## src/source/wisc_macros.svh

```systemverilog
//////////////////////////////////////////////////
// WISC memory stage build constants
// Word width, cache geometry, backing memory size
// and the miss latency of the slow memory
//////////////////////////////////////////////////

`ifndef WISC_MACROS_SVH
`define WISC_MACROS_SVH

// Data and address width
`define WORD_W 16

// One-word lines, direct mapped
`define CACHE_LINES 8

// Backing memory depth in words
`define MEM_WORDS 256

// Backing memory access time in cycles
// Also the length of every write-through
`define MISS_CYCLES 4

`endif

```

## src/source/isa_pkg.sv

```systemverilog
//////////////////////////////////////////////////
// WISC instruction set definitions
// Opcodes, the two instruction word layouts and
// the writeback source select
//////////////////////////////////////////////////

package isa_pkg;

   //////////////////////////////////////////////////
   // Opcodes (upper five bits of the word)
   //////////////////////////////////////////////////

   localparam logic [4:0] OP_ST   = 5'b10000;
   localparam logic [4:0] OP_LD   = 5'b10001;
   localparam logic [4:0] OP_STU  = 5'b10011;
   localparam logic [4:0] OP_JAL  = 5'b00110;
   localparam logic [4:0] OP_LBI  = 5'b11000;
   // Shared by all register-register ALU ops
   localparam logic [4:0] OP_RFMT = 5'b11011;

   // Register-register layout
   typedef struct packed {
      logic [4:0] opcode;
      logic [2:0] rs;
      logic [2:0] rt;
      logic [2:0] rd;
      logic [1:0] func;
   } r_fmt_t;

   // Register-immediate layout
   typedef struct packed {
      logic [4:0] opcode;
      logic [2:0] rs;
      logic [2:0] rd;
      logic [4:0] imm;
   } i_fmt_t;

   // Same 16 bits, two decodings
   typedef union packed {
      r_fmt_t r_fmt;
      i_fmt_t i_fmt;
   } instr_u;

   // Where writeback data comes from
   typedef enum logic [1:0] {
      WB_ALU = 2'b00,
      WB_MEM = 2'b01,
      WB_PC  = 2'b10
   } wb_sel_e;

endpackage

```

## src/source/mem_wb_regs.sv

```systemverilog
//////////////////////////////////////////////////
// MEM/WB pipeline register
// Frozen during a stall, selects writeback data
//////////////////////////////////////////////////

`timescale 1ns/1ns
`default_nettype none

`include "wisc_macros.svh"

module mem_wb_regs (
   input  logic                 clk,
   input  logic                 rst,
   input  logic                 stall,
   input  logic [`WORD_W-1:0]   instruction,
   input  logic [`WORD_W-1:0]   incr_pc,
   input  logic [`WORD_W-1:0]   alu_result,
   input  logic [`WORD_W-1:0]   rdata,
   input  logic                 reg_wrt,
   input  logic                 err_in,
   input  logic [2:0]           dest_rd,
   input  isa_pkg::wb_sel_e     wb_sel,
   output logic [`WORD_W-1:0]   instruction_out,
   output logic [`WORD_W-1:0]   wb_data,
   output logic [2:0]           wb_rd,
   output logic                 reg_wrt_out,
   output logic                 err_out
);

   logic [`WORD_W-1:0]  pc_q;
   logic [`WORD_W-1:0]  alu_q;
   logic [`WORD_W-1:0]  rdata_q;
   isa_pkg::wb_sel_e    wb_sel_q;

   // Control bits
   always_ff @(posedge clk) begin
      if (rst) begin
         reg_wrt_out <= 1'b0;
         err_out     <= 1'b0;
         wb_sel_q    <= isa_pkg::WB_ALU;
      end else if (!stall) begin
         reg_wrt_out <= reg_wrt;
         err_out     <= err_in;
         wb_sel_q    <= wb_sel;
      end
   end

   // Payload fields
   always_ff @(posedge clk) begin
      if (!stall) begin
         instruction_out <= instruction;
         pc_q            <= incr_pc;
         alu_q           <= alu_result;
         rdata_q         <= rdata;
         wb_rd           <= dest_rd;
      end
   end

   //////////////////////////////////////////////////
   // Writeback data select
   //////////////////////////////////////////////////

   always_comb begin
      unique case (wb_sel_q)
         isa_pkg::WB_MEM: wb_data = rdata_q;
         isa_pkg::WB_PC:  wb_data = pc_q;
         default:         wb_data = alu_q;
      endcase
   end

   // Stall freezes everything seen by writeback
   a_hold: assert property (@(posedge clk) disable iff (rst)
      stall |=> $stable(instruction_out) && $stable(wb_data) && $stable(wb_rd)
                && $stable(reg_wrt_out) && $stable(err_out));

endmodule

`default_nettype wire

```

## config.mk

```make
export PLATFORM = sky130hd
export DESIGN_NAME = mem_wb_regs
export DESIGN_NICKNAME = d
export VERILOG_FILES = /design/src/source/isa_pkg.sv /design/src/source/mem_wb_regs.sv
export VERILOG_INCLUDE_DIRS = /design/src /design/src/source
export SDC_FILE = /design/constraint.sdc
export NUM_CORES = 1
export LEC_CHECK = 0
export ABC_CLOCK_PERIOD_IN_PS = 6200
export BUFFER_PORTS_ARGS = -buffer_cell sky130_fd_sc_hd__clkbuf_2
export CELL_PAD_IN_SITES_DETAIL_PLACEMENT = 0
export CELL_PAD_IN_SITES_GLOBAL_PLACEMENT = 1
export CORE_MARGIN = 2
export CORE_UTILIZATION = 40
export DETAILED_ROUTE_END_ITERATION = 10
export PLACE_DENSITY_LB_ADDON = 0.1
export SETUP_SLACK_MARGIN = 0.2
export SLEW_MARGIN = 25
export SYNTH_ARGS = -nofsm -noshare
export SYNTH_HDL_FRONTEND = slang
export SYNTH_SLANG_ARGS = --single-unit
```

## constraint.sdc

```tcl
create_clock -name clk -period 6.2 [get_ports clk]
set_clock_uncertainty 0.2 [all_clocks]
set_input_delay 1.24 -clock clk [delete_from_list [all_inputs] [get_ports clk]]
set_output_delay 1.24 -clock clk [all_outputs]
set_load 0.01 [all_outputs]
```

==> metrics.txt <==
outcome completed; # resized after CTS 0; cts hold-fix bufs 0; Clock power frac 39.2%; Post-Syn Instances 140; die footprint 7096 um2; Num CTS Buffers 9; syn_nets 216; DR WL/cell 14.45 um; fraction of layout cells with a size suffix above 1 54.05%; port bufs 110; final hold slack 0.3114 ns; fin crit period 3.449 ns; chip height 84.24 um; Reg power frac 51.6%; Gate power share 9.2%; Iteration-0 DRC Markers 99; # Post-CTS Setup Buffers 0; Area Overhead vs Synth 32.02%; Internal Power 0.8793 mW; num rows 29; slowest stage cell, crit path ha_1; delay-heaviest family, CP adder cells; CTS Root Cell clkbuf_8; Worst Hold Class reg2reg; synthesized area 2575 um2; Initial Utilization 41.02%; antenna violations before repair 0; maximum VDD drop 157.6 uV; Clk Latency, worst-skew pair 0.33 ns; Yosys top cell by area edfxtp_1; synth top area cells edfxtp_1 78%, a22oi_2 4.9%, dfxtp_1 3.1%, nand2_1 2.3%, o21ai_1 1.7%; sequential share of the synthesized area 81.24%; Total Routed Length 4856 um; Net Sw Power 0.2391 mW; final hold violations 0; GRT Residual Overflow 0; Setup CP Type reg2out; Yosys Warn Count 0; diode count 0; Sw Ratio 21.38%; max incr delay on CP 0.75 ns; Worst Path Buf+Inv 1; crit path cell chain ha_1, a22oi_1, o21ai_0, clkbuf_2; number of synthesized flops with an enable pin 67; TritonCTS clock tree built; Initial DRT Pass Iterations 4; # IOs 111; cell with the most instances after synthesis edfxtp_1; ys async rst share 0%; leakage dissipation 1.407 nW; Syn Area/Cell 18.39 um2; Final Core Density 54.16%; CTS Sinks 71; total number of vias 1542; Synth Flop Type edfxtp_1; slew margin rel. 41.46%; Post-Layout Cell Count 336; post-DP HPWL 3298 um; die extent in x 84.24 um; post-synth top area share 78.13%; Worst EP arrival 2.01 ns; Vias/cell 4.589; # nets final 330; GP Congestion 0.6703; first-pass GRT wire length 7707 um; Yosys reg bits 71; core area 6277 um2; P per Cell Area 329.0 nW/um2; Final ANT Viol Nets 0; clk slew on worst S/H paths 0.07 ns; Max FO, Critical Path 16; WP data required 4.76 ns; RSZ-0062 raised after global routing false; Placed Cells 320; Max Slew Vio Count 0; drt drc 0; H-tree depth 3; largest net degree at the start of global routing 68; Total GRT Usage 14.56%; post-synthesis cell type count 16; Max Root-Sink Buffers 2; Synth top cells by count 67 x edfxtp_1, 16 x nand2_1, 10 x a22oi_2; max_cap viols 0; CP Capture Type output pin; Setup TNS 0 ns; vias in the first global route 1576; CP startpoint kind register; Slew @ Worst Pin 0.8781 ns; final setup vio count 0; Max Freq 0.2900 GHz; final worst-path cycle share 55.63%
==> layout make-up <==
cell class / count / area, um2
clock inverters: 7 / 121.4
clock buffers: 9 / 123.9
flip-flops and latches: 71 / 2092
multi-input cells: 58 / 396.6
repair buffers: 111 / 558.0
well taps: 77 / 96.34
fillers: 538 / 2878
inverters: 3 / 11.26
==> state kept, by name, indices dropped and copies added, names as in the netlist <==
register and cells:
wb_rd 3, alu_q 16, err_out 1, wb_sel_q 2, pc_q 16, rdata_q 16, reg_wrt_out 1, instruction_out 16
==> per-stage QoR <==
| step | area, um2 | power (mW) | worst slack, ns |
|---|---|---|---|
| final | 3400 | 1.118 | 2.751 |
| after floorplan | 2575 | 0.6416 | 2.873 |
| after global routing | 3400 | 1.165 | 2.525 |
| after CTS | 3397 | 1.136 | 2.576 |
| after detailed placement | 3152 | 0.6934 | 2.947 |
| after global placement | 3152 | 0.6911 | 3.012 |
==> worst register-to-register path: cells and delay by family (launching register included) <==
family | cells | cell delay, ns
and+or+nand+nor | 1 | 0.05
muxes | 1 | 0.13
DFF | 1 | 0.33
==> cells by family (layout without fill, tap and decap cells) <==
logic type / after synthesis / after routing / synth area share (%)
buffers and inverters: 11 / 130 / 3.450
AOI/OAI and AO/OA: 32 / 32 / 9.864
muxes: 4 / 4 / 1.555
adders and majority gates: 2 / 2 / 0.9717
DFF: 71 / 71 / 81.24
and+or+nand+nor: 20 / 20 / 2.915
==> placed cells by master (no fill, tap or decap), types with 2 or more instances in the layout <==
master and n:
clkinvlp_4 3, a22oi_1 6, o21ai_1 9, clkbuf_2 110, mux2i_1 4, edfxtp_1 67, nand2_1 16, o21ai_0 6
nor2_1 4, dfxtp_1 4, a22oi_2 10, clkbuf_8 9, bufinv_16 3, inv_1 2
==> routing by layer <==
layer	routed length (um)	GRT usage [%]
met3	425	5.998
met1	2030	17.99
met5	0	0
met4	77	7.918
met2	2322	21.86
==> power by group through the flow <==
stage / logic, mW / registers, mW / clock network (mW)
6_report: 0.103 / 0.577 / 0.438
5_1_grt: 0.116 / 0.581 / 0.468
4_1_cts: 0.105 / 0.578 / 0.453
3_5_place_dp: 0.105 / 0.588 / 0
3_3_place_gp: 0.104 / 0.587 / 0
2_1_floorplan: 0.0490 / 0.593 / 0
==> worst paths after layout <==
kind	start	endpoint	slack (ns)	cells past startpoint
hold reg to reg	err_out	err_out	0.31	2
hold / removal	err_out	err_out	0.31	2
setup / recovery	wb_sel_q[0]	wb_data[14]	2.75	4
setup reg to reg	wb_sel_q[0]	wb_sel_q[0]	5.38	2
No activity file was read; power rests on OpenSTA's default activity.
