--- src/source/wisc_macros.svh ---
//////////////////////////////////////////////////
// WISC memory stage build constants
// Word width, cache geometry, backing memory size
// and the miss latency of the slow memory
//////////////////////////////////////////////////

`ifndef WISC_MACROS_SVH
`define WISC_MACROS_SVH

// Data and address width
`define WORD_W 16

// One-word lines, direct mapped
`define CACHE_LINES 8

// Backing memory depth in words
`define MEM_WORDS 256

// Backing memory access time in cycles
// Also the length of every write-through
`define MISS_CYCLES 4

`endif

--- src/source/isa_pkg.sv ---
//////////////////////////////////////////////////
// WISC instruction set definitions
// Opcodes, the two instruction word layouts and
// the writeback source select
//////////////////////////////////////////////////

package isa_pkg;

   //////////////////////////////////////////////////
   // Opcodes (upper five bits of the word)
   //////////////////////////////////////////////////

   localparam logic [4:0] OP_ST   = 5'b10000;
   localparam logic [4:0] OP_LD   = 5'b10001;
   localparam logic [4:0] OP_STU  = 5'b10011;
   localparam logic [4:0] OP_JAL  = 5'b00110;
   localparam logic [4:0] OP_LBI  = 5'b11000;
   // Shared by all register-register ALU ops
   localparam logic [4:0] OP_RFMT = 5'b11011;

   // Register-register layout
   typedef struct packed {
      logic [4:0] opcode;
      logic [2:0] rs;
      logic [2:0] rt;
      logic [2:0] rd;
      logic [1:0] func;
   } r_fmt_t;

   // Register-immediate layout
   typedef struct packed {
      logic [4:0] opcode;
      logic [2:0] rs;
      logic [2:0] rd;
      logic [4:0] imm;
   } i_fmt_t;

   // Same 16 bits, two decodings
   typedef union packed {
      r_fmt_t r_fmt;
      i_fmt_t i_fmt;
   } instr_u;

   // Where writeback data comes from
   typedef enum logic [1:0] {
      WB_ALU = 2'b00,
      WB_MEM = 2'b01,
      WB_PC  = 2'b10
   } wb_sel_e;

endpackage

--- src/source/mem_req_if.sv ---
//////////////////////////////////////////////////
// Memory request bus
// Level-held read/write request from the decoder
// and the cache reply
//////////////////////////////////////////////////

`timescale 1ns/1ns
`default_nettype none

`include "wisc_macros.svh"

interface mem_req_if;

   // Request side, held until done
   logic               rd;
   logic               wr;
   logic [`WORD_W-1:0] addr;
   logic [`WORD_W-1:0] wdata;

   // Reply side
   logic [`WORD_W-1:0] rdata;
   logic               done;
   logic               busy;
   // Unaligned access, reported with done
   logic               err;

   modport requester (
      output rd, wr, addr, wdata,
      input  rdata, done, busy, err
   );

   modport cache (
      input  rd, wr, addr, wdata,
      output rdata, done, busy, err
   );

endinterface

`default_nettype wire

--- src/source/mem_decode.sv ---
//////////////////////////////////////////////////
// Memory stage decoder
// Turns the opcode into cache strobes, picks the
// destination register and writeback source
//////////////////////////////////////////////////

`timescale 1ns/1ns
`default_nettype none

`include "wisc_macros.svh"

module mem_decode (
   input  logic                 clk,
   input  isa_pkg::instr_u      instruction,
   input  logic [`WORD_W-1:0]   address,
   input  logic [`WORD_W-1:0]   write_data,
   mem_req_if.requester         req,
   output logic                 stall,
   output logic [2:0]           dest_rd,
   output isa_pkg::wb_sel_e     wb_sel
);

   logic [4:0] opcode;

   assign opcode = instruction.r_fmt.opcode;

   //////////////////////////////////////////////////
   // Cache strobes
   //////////////////////////////////////////////////

   // Only LD reads
   assign req.rd = (opcode == isa_pkg::OP_LD);
   // ST and STU: top bits 100, low two bits equal
   assign req.wr = (opcode[4:2] == 3'b100) & ~^opcode[1:0];

   // Address and store data straight from execute
   // rt value passes through unforwarded
   assign req.addr  = address;
   assign req.wdata = write_data;

   // Busy alone stalls, done releases the same cycle
   assign stall = req.busy & ~req.done;

   //////////////////////////////////////////////////
   // Destination register and writeback source
   //////////////////////////////////////////////////

   always_comb begin
      unique case (opcode)
         isa_pkg::OP_RFMT: dest_rd = instruction.r_fmt.rd;
         // STU and LBI write the register in bits 10:8
         isa_pkg::OP_STU,
         isa_pkg::OP_LBI:  dest_rd = instruction.i_fmt.rs;
         // Link register
         isa_pkg::OP_JAL:  dest_rd = 3'd7;
         default:          dest_rd = instruction.i_fmt.rd;
      endcase
   end

   always_comb begin
      if (opcode == isa_pkg::OP_LD)
         wb_sel = isa_pkg::WB_MEM;
      else if (opcode == isa_pkg::OP_JAL)
         wb_sel = isa_pkg::WB_PC;
      else
         wb_sel = isa_pkg::WB_ALU;
   end

   // One access kind per instruction on the bus
   a_rd_wr_excl: assert property (@(posedge clk) !(req.rd && req.wr));

endmodule

`default_nettype wire

--- src/flat_wrapper.sv ---
// flat-port wrapper written by rule: the top's interface ports become plain ports
module mem_decode_flat 
  (clk, instruction, address, write_data, stall, dest_rd, wb_sel, req_rd, req_wr, req_addr, req_wdata, req_rdata, req_done, req_busy, req_err);
  mem_req_if req_i ();
  input  logic clk;
  input  isa_pkg::instr_u instruction;
  input  logic [`WORD_W-1:0] address;
  input  logic [`WORD_W-1:0] write_data;
  output logic stall;
  output logic [2:0] dest_rd;
  output isa_pkg::wb_sel_e wb_sel;
  output wire logic [$bits(req_i.rd)-1:0] req_rd;
  output wire logic [$bits(req_i.wr)-1:0] req_wr;
  output wire logic [$bits(req_i.addr)-1:0] req_addr;
  output wire logic [$bits(req_i.wdata)-1:0] req_wdata;
  input wire logic [$bits(req_i.rdata)-1:0] req_rdata;
  input wire logic [$bits(req_i.done)-1:0] req_done;
  input wire logic [$bits(req_i.busy)-1:0] req_busy;
  input wire logic [$bits(req_i.err)-1:0] req_err;
  assign req_rd = req_i.rd;
  assign req_wr = req_i.wr;
  assign req_addr = req_i.addr;
  assign req_wdata = req_i.wdata;
  assign req_i.rdata = req_rdata;
  assign req_i.done = req_done;
  assign req_i.busy = req_busy;
  assign req_i.err = req_err;
  mem_decode u_core (.clk(clk), .instruction(instruction), .address(address), .write_data(write_data), .req(req_i), .stall(stall), .dest_rd(dest_rd), .wb_sel(wb_sel));
endmodule
--- config.mk ---
export PLATFORM = sky130hd
export DESIGN_NAME = mem_decode_flat
export DESIGN_NICKNAME = d
export VERILOG_FILES = /design/src/source/isa_pkg.sv /design/src/source/mem_req_if.sv /design/src/source/mem_decode.sv /design/src/flat_wrapper.sv
export VERILOG_INCLUDE_DIRS = /design/src /design/src/source
export SDC_FILE = /design/constraint.sdc
export NUM_CORES = 1
export LEC_CHECK = 0
export BUFFER_PORTS_ARGS = -buffer_cell sky130_fd_sc_hd__buf_4
export CAP_MARGIN = 20
export CORE_MARGIN = 4
export CORE_UTILIZATION = 22
export DETAILED_ROUTE_END_ITERATION = 12
export PLACE_DENSITY = 0.76
export SLEW_MARGIN = 20
export SYNTH_ARGS = -nofsm -noshare
export SYNTH_HDL_FRONTEND = slang
export SYNTH_SLANG_ARGS = --single-unit
export TNS_END_PERCENT = 5
--- constraint.sdc ---
create_clock -name vclk -period 2.2
set_input_delay 0.66 -clock vclk [all_inputs]
set_output_delay 0.66 -clock vclk [all_outputs]
set_load 0.005 [all_outputs]
==> summary.txt <==
Critical path
  – Max Fanout on Critical Path: 4
  – Crit end category: primary output
  – CP Launch Type: primary input
  – Worst endpoint required time: 1.54 ns
  – Critical setup path kind: primary input to primary output
  – Worst Path Arrival: approximately 1.7 ns

Run
  – Max-cap violations: 0

Route
  – Vias/cell: 4.39
  – Final WL: between 1000 and 1500 microns
  – DR iter-0 viols: 6
  – Iteration count of the initial detailed-routing pass: 2
  – DRC Markers: 0
  – Vias: 360
  – Post-route ant nets: 0
  – WL per Instance: 13.0 microns

STA
  – Tmin final: 2.35 ns
  – Slew HR: approximately 84%
  – Final setup fails: 3
  – Slew @ Worst Pin: 0.232 ns
  – RSZ-0062 raised after global routing: true
  – FMAX: between 400 and 500 MHz
  – Hold Violations, Final: 0
  – Pins over their slew limit: 0
  – Period utilisation layout: 107%
  – PnR worst setup slack: -0.149 ns

Floorplanning
  – # IOs: 108
  – Die Area: slightly above 3000 sq um
  – Initial core utilization: about a quarter
  – Core area: 2040 sq um
  – Die W: 55.3 microns
  – Die H: 55.3 microns
  – Row count: 16

Finish
  – Seq_cells: 0
  – Storage element area: 0 sq um
  – Final Core Density: 26.2%
  – Final cell count without fillers: 82
  – Area grow syn2layout: 8.63%
  – Layout cells sized above 1: between 70% and 80%
  – Design area: 536 sq um
  – Antenna cell count: 0
  – Clkbuf count: 0
  – Final-stage net count: roughly 130

Placement
  – DP Cell Count: 82
  – Gpl congestion: approximately 0.84
  – Placed Area: 467 sq um
  – Setup WS pre-CTS: -0.287 ns
  – Hpwl dp: slightly below 900 microns
  – Port-buffer cells: 24

Pwr
  – Leakage dissipation: between 0.2 and 0.25 nW
  – Pwr Total: 0.0000850 W
  – Sequential share of power: 0%
  – PD cells: 159 nW/um^2
  – Switching share of total power: 37.9%
  – Clk pwr share: 0%
  – Gate power share: between 90% and 100%
  – Worst IR drop on VDD: 0.0000515 V
  – Sw Pwr: 0.0000322 W
  – Internal power: around 0.000053 W

Synth
  – Post-Syn Instances: between 60 and 70
  – Syn avg cell area: 7.95 sq um
  – Sequential area share after synthesis: 0%
  – Yosys warns: 0
  – Cell area after synthesis: between 400 and 500 sq um
  – Netlist cell types: 15
  – Mapped Nets: 134

Global routing
  – Gr usage total: under 10%
  – First-pass GRT wire length: 1700 microns
  – Vias in the first global route: 361
  – Antenna violations before repair: 0
  – Largest net degree at the start of global routing: 10
  – Overflow after GRT: 0

Clock tree
  – Setup Fix Bufs, Post-CTS: 0

Run status
  – Failing checks: setup timing
  – Outcome: finished with violations

Min path
  – Hold Path Class: primary input to primary output
==> logic make-up (layout without fill, tap and decap cells) <==
group                      count (synthesis)  count (layout)  synth area share (%)
AOI/OAI and AO/OA                          8               8                  14.0
adders and majority gates                  4               4                  10.2
buffers and inverters                     37              30                  56.3
muxes                                      1               1                  2.79
and+or+nand+nor                           12              12                  16.8
==> through the flow <==
| stage | TNS, ns | hold WS (ns) |
|---|---|---|
| finish | -0.418 | 1.32 |
| global route | -0.534 | 1.32 |
| CTS | -0.470 | 1.32 |
| detailed placement | -0.950 | 1.32 |
| global placement | -0.841 | 1.32 |
| floorplan | 0 | 1.35 |
==> final timing paths <==
path                        start           to  slack, ns  cells after the start
hold / removal         address[0]  req_addr[0]       1.32                      0
setup / recovery  instruction[12]   dest_rd[2]      -0.15                      6
==> cell usage in the layout, fill, tap and decap left out <==
master and count:
inv_4 2, mux2i_4 1, a21oi_2 1, nor3b_2 1, ha_4 2, buf_8 2, or2b_4 1, o32a_1 3
ha_2 1, o21bai_4 1, ha_1 1, a21oi_1 3, buf_4 26, and4bb_1 1, nor3_1 1, nand2_1 3
nor3b_1 3, nor2b_1 1, and3b_2 1
==> cell usage after synthesis, drive strengths merged <==
master	number	share of area, %
nor3b	4	6.1
o21bai	1	3.8
mux2i	1	2.8
nand2	3	2.3
or2b	1	1.5
and4bb	1	2.5
nor3	1	1.0
buf	35	55
nor2b	1	1.3
a21oi	4	4.1
ha	4	10
o32a	3	6.1
and3b	1	2.0
inv	2	1.5
==> critical path, stage by stage <==
cell and delay, ns:
buf_8 0.11, ha_4 0.17, and3b_2 0.26, a21oi_2 0.03, o32a_1 0.32, buf_4 0.14
==> power by group through the flow <==
stage | sequential [W] | clock, W | combinational, W
floorplan | 0 | 0 | 0.0000802
CTS | 0 | 0 | 0.0000807
detailed placement | 0 | 0 | 0.0000723
global route | 0 | 0 | 0.0000934
global placement | 0 | 0 | 0.0000697
finish | 0 | 0 | 0.0000850
==> cell type report <==
class,count,area [sq um]
inverter,2,12.5
tap,27,33.8
timing repair buffer,28,225
fill,233,1510
multi-input combinational,25,264
==> routing by layer <==
metal	vias to the layer above	global-route usage, %	part of all wire [%]
met1	162	7.14	37
met2	23	11.0	46
met4	0	3.13	3.7
met5	-	0	0
met3	14	1.63	14
li1	161	-	-
==> repair_timing <==
item                       CTS  global route
gates resized for setup     11             6
pin swaps                    4             5
hold buffers                 0             0
setup endpoints to repair    5             5
Note: power is estimated with default switching activity, not from simulation.
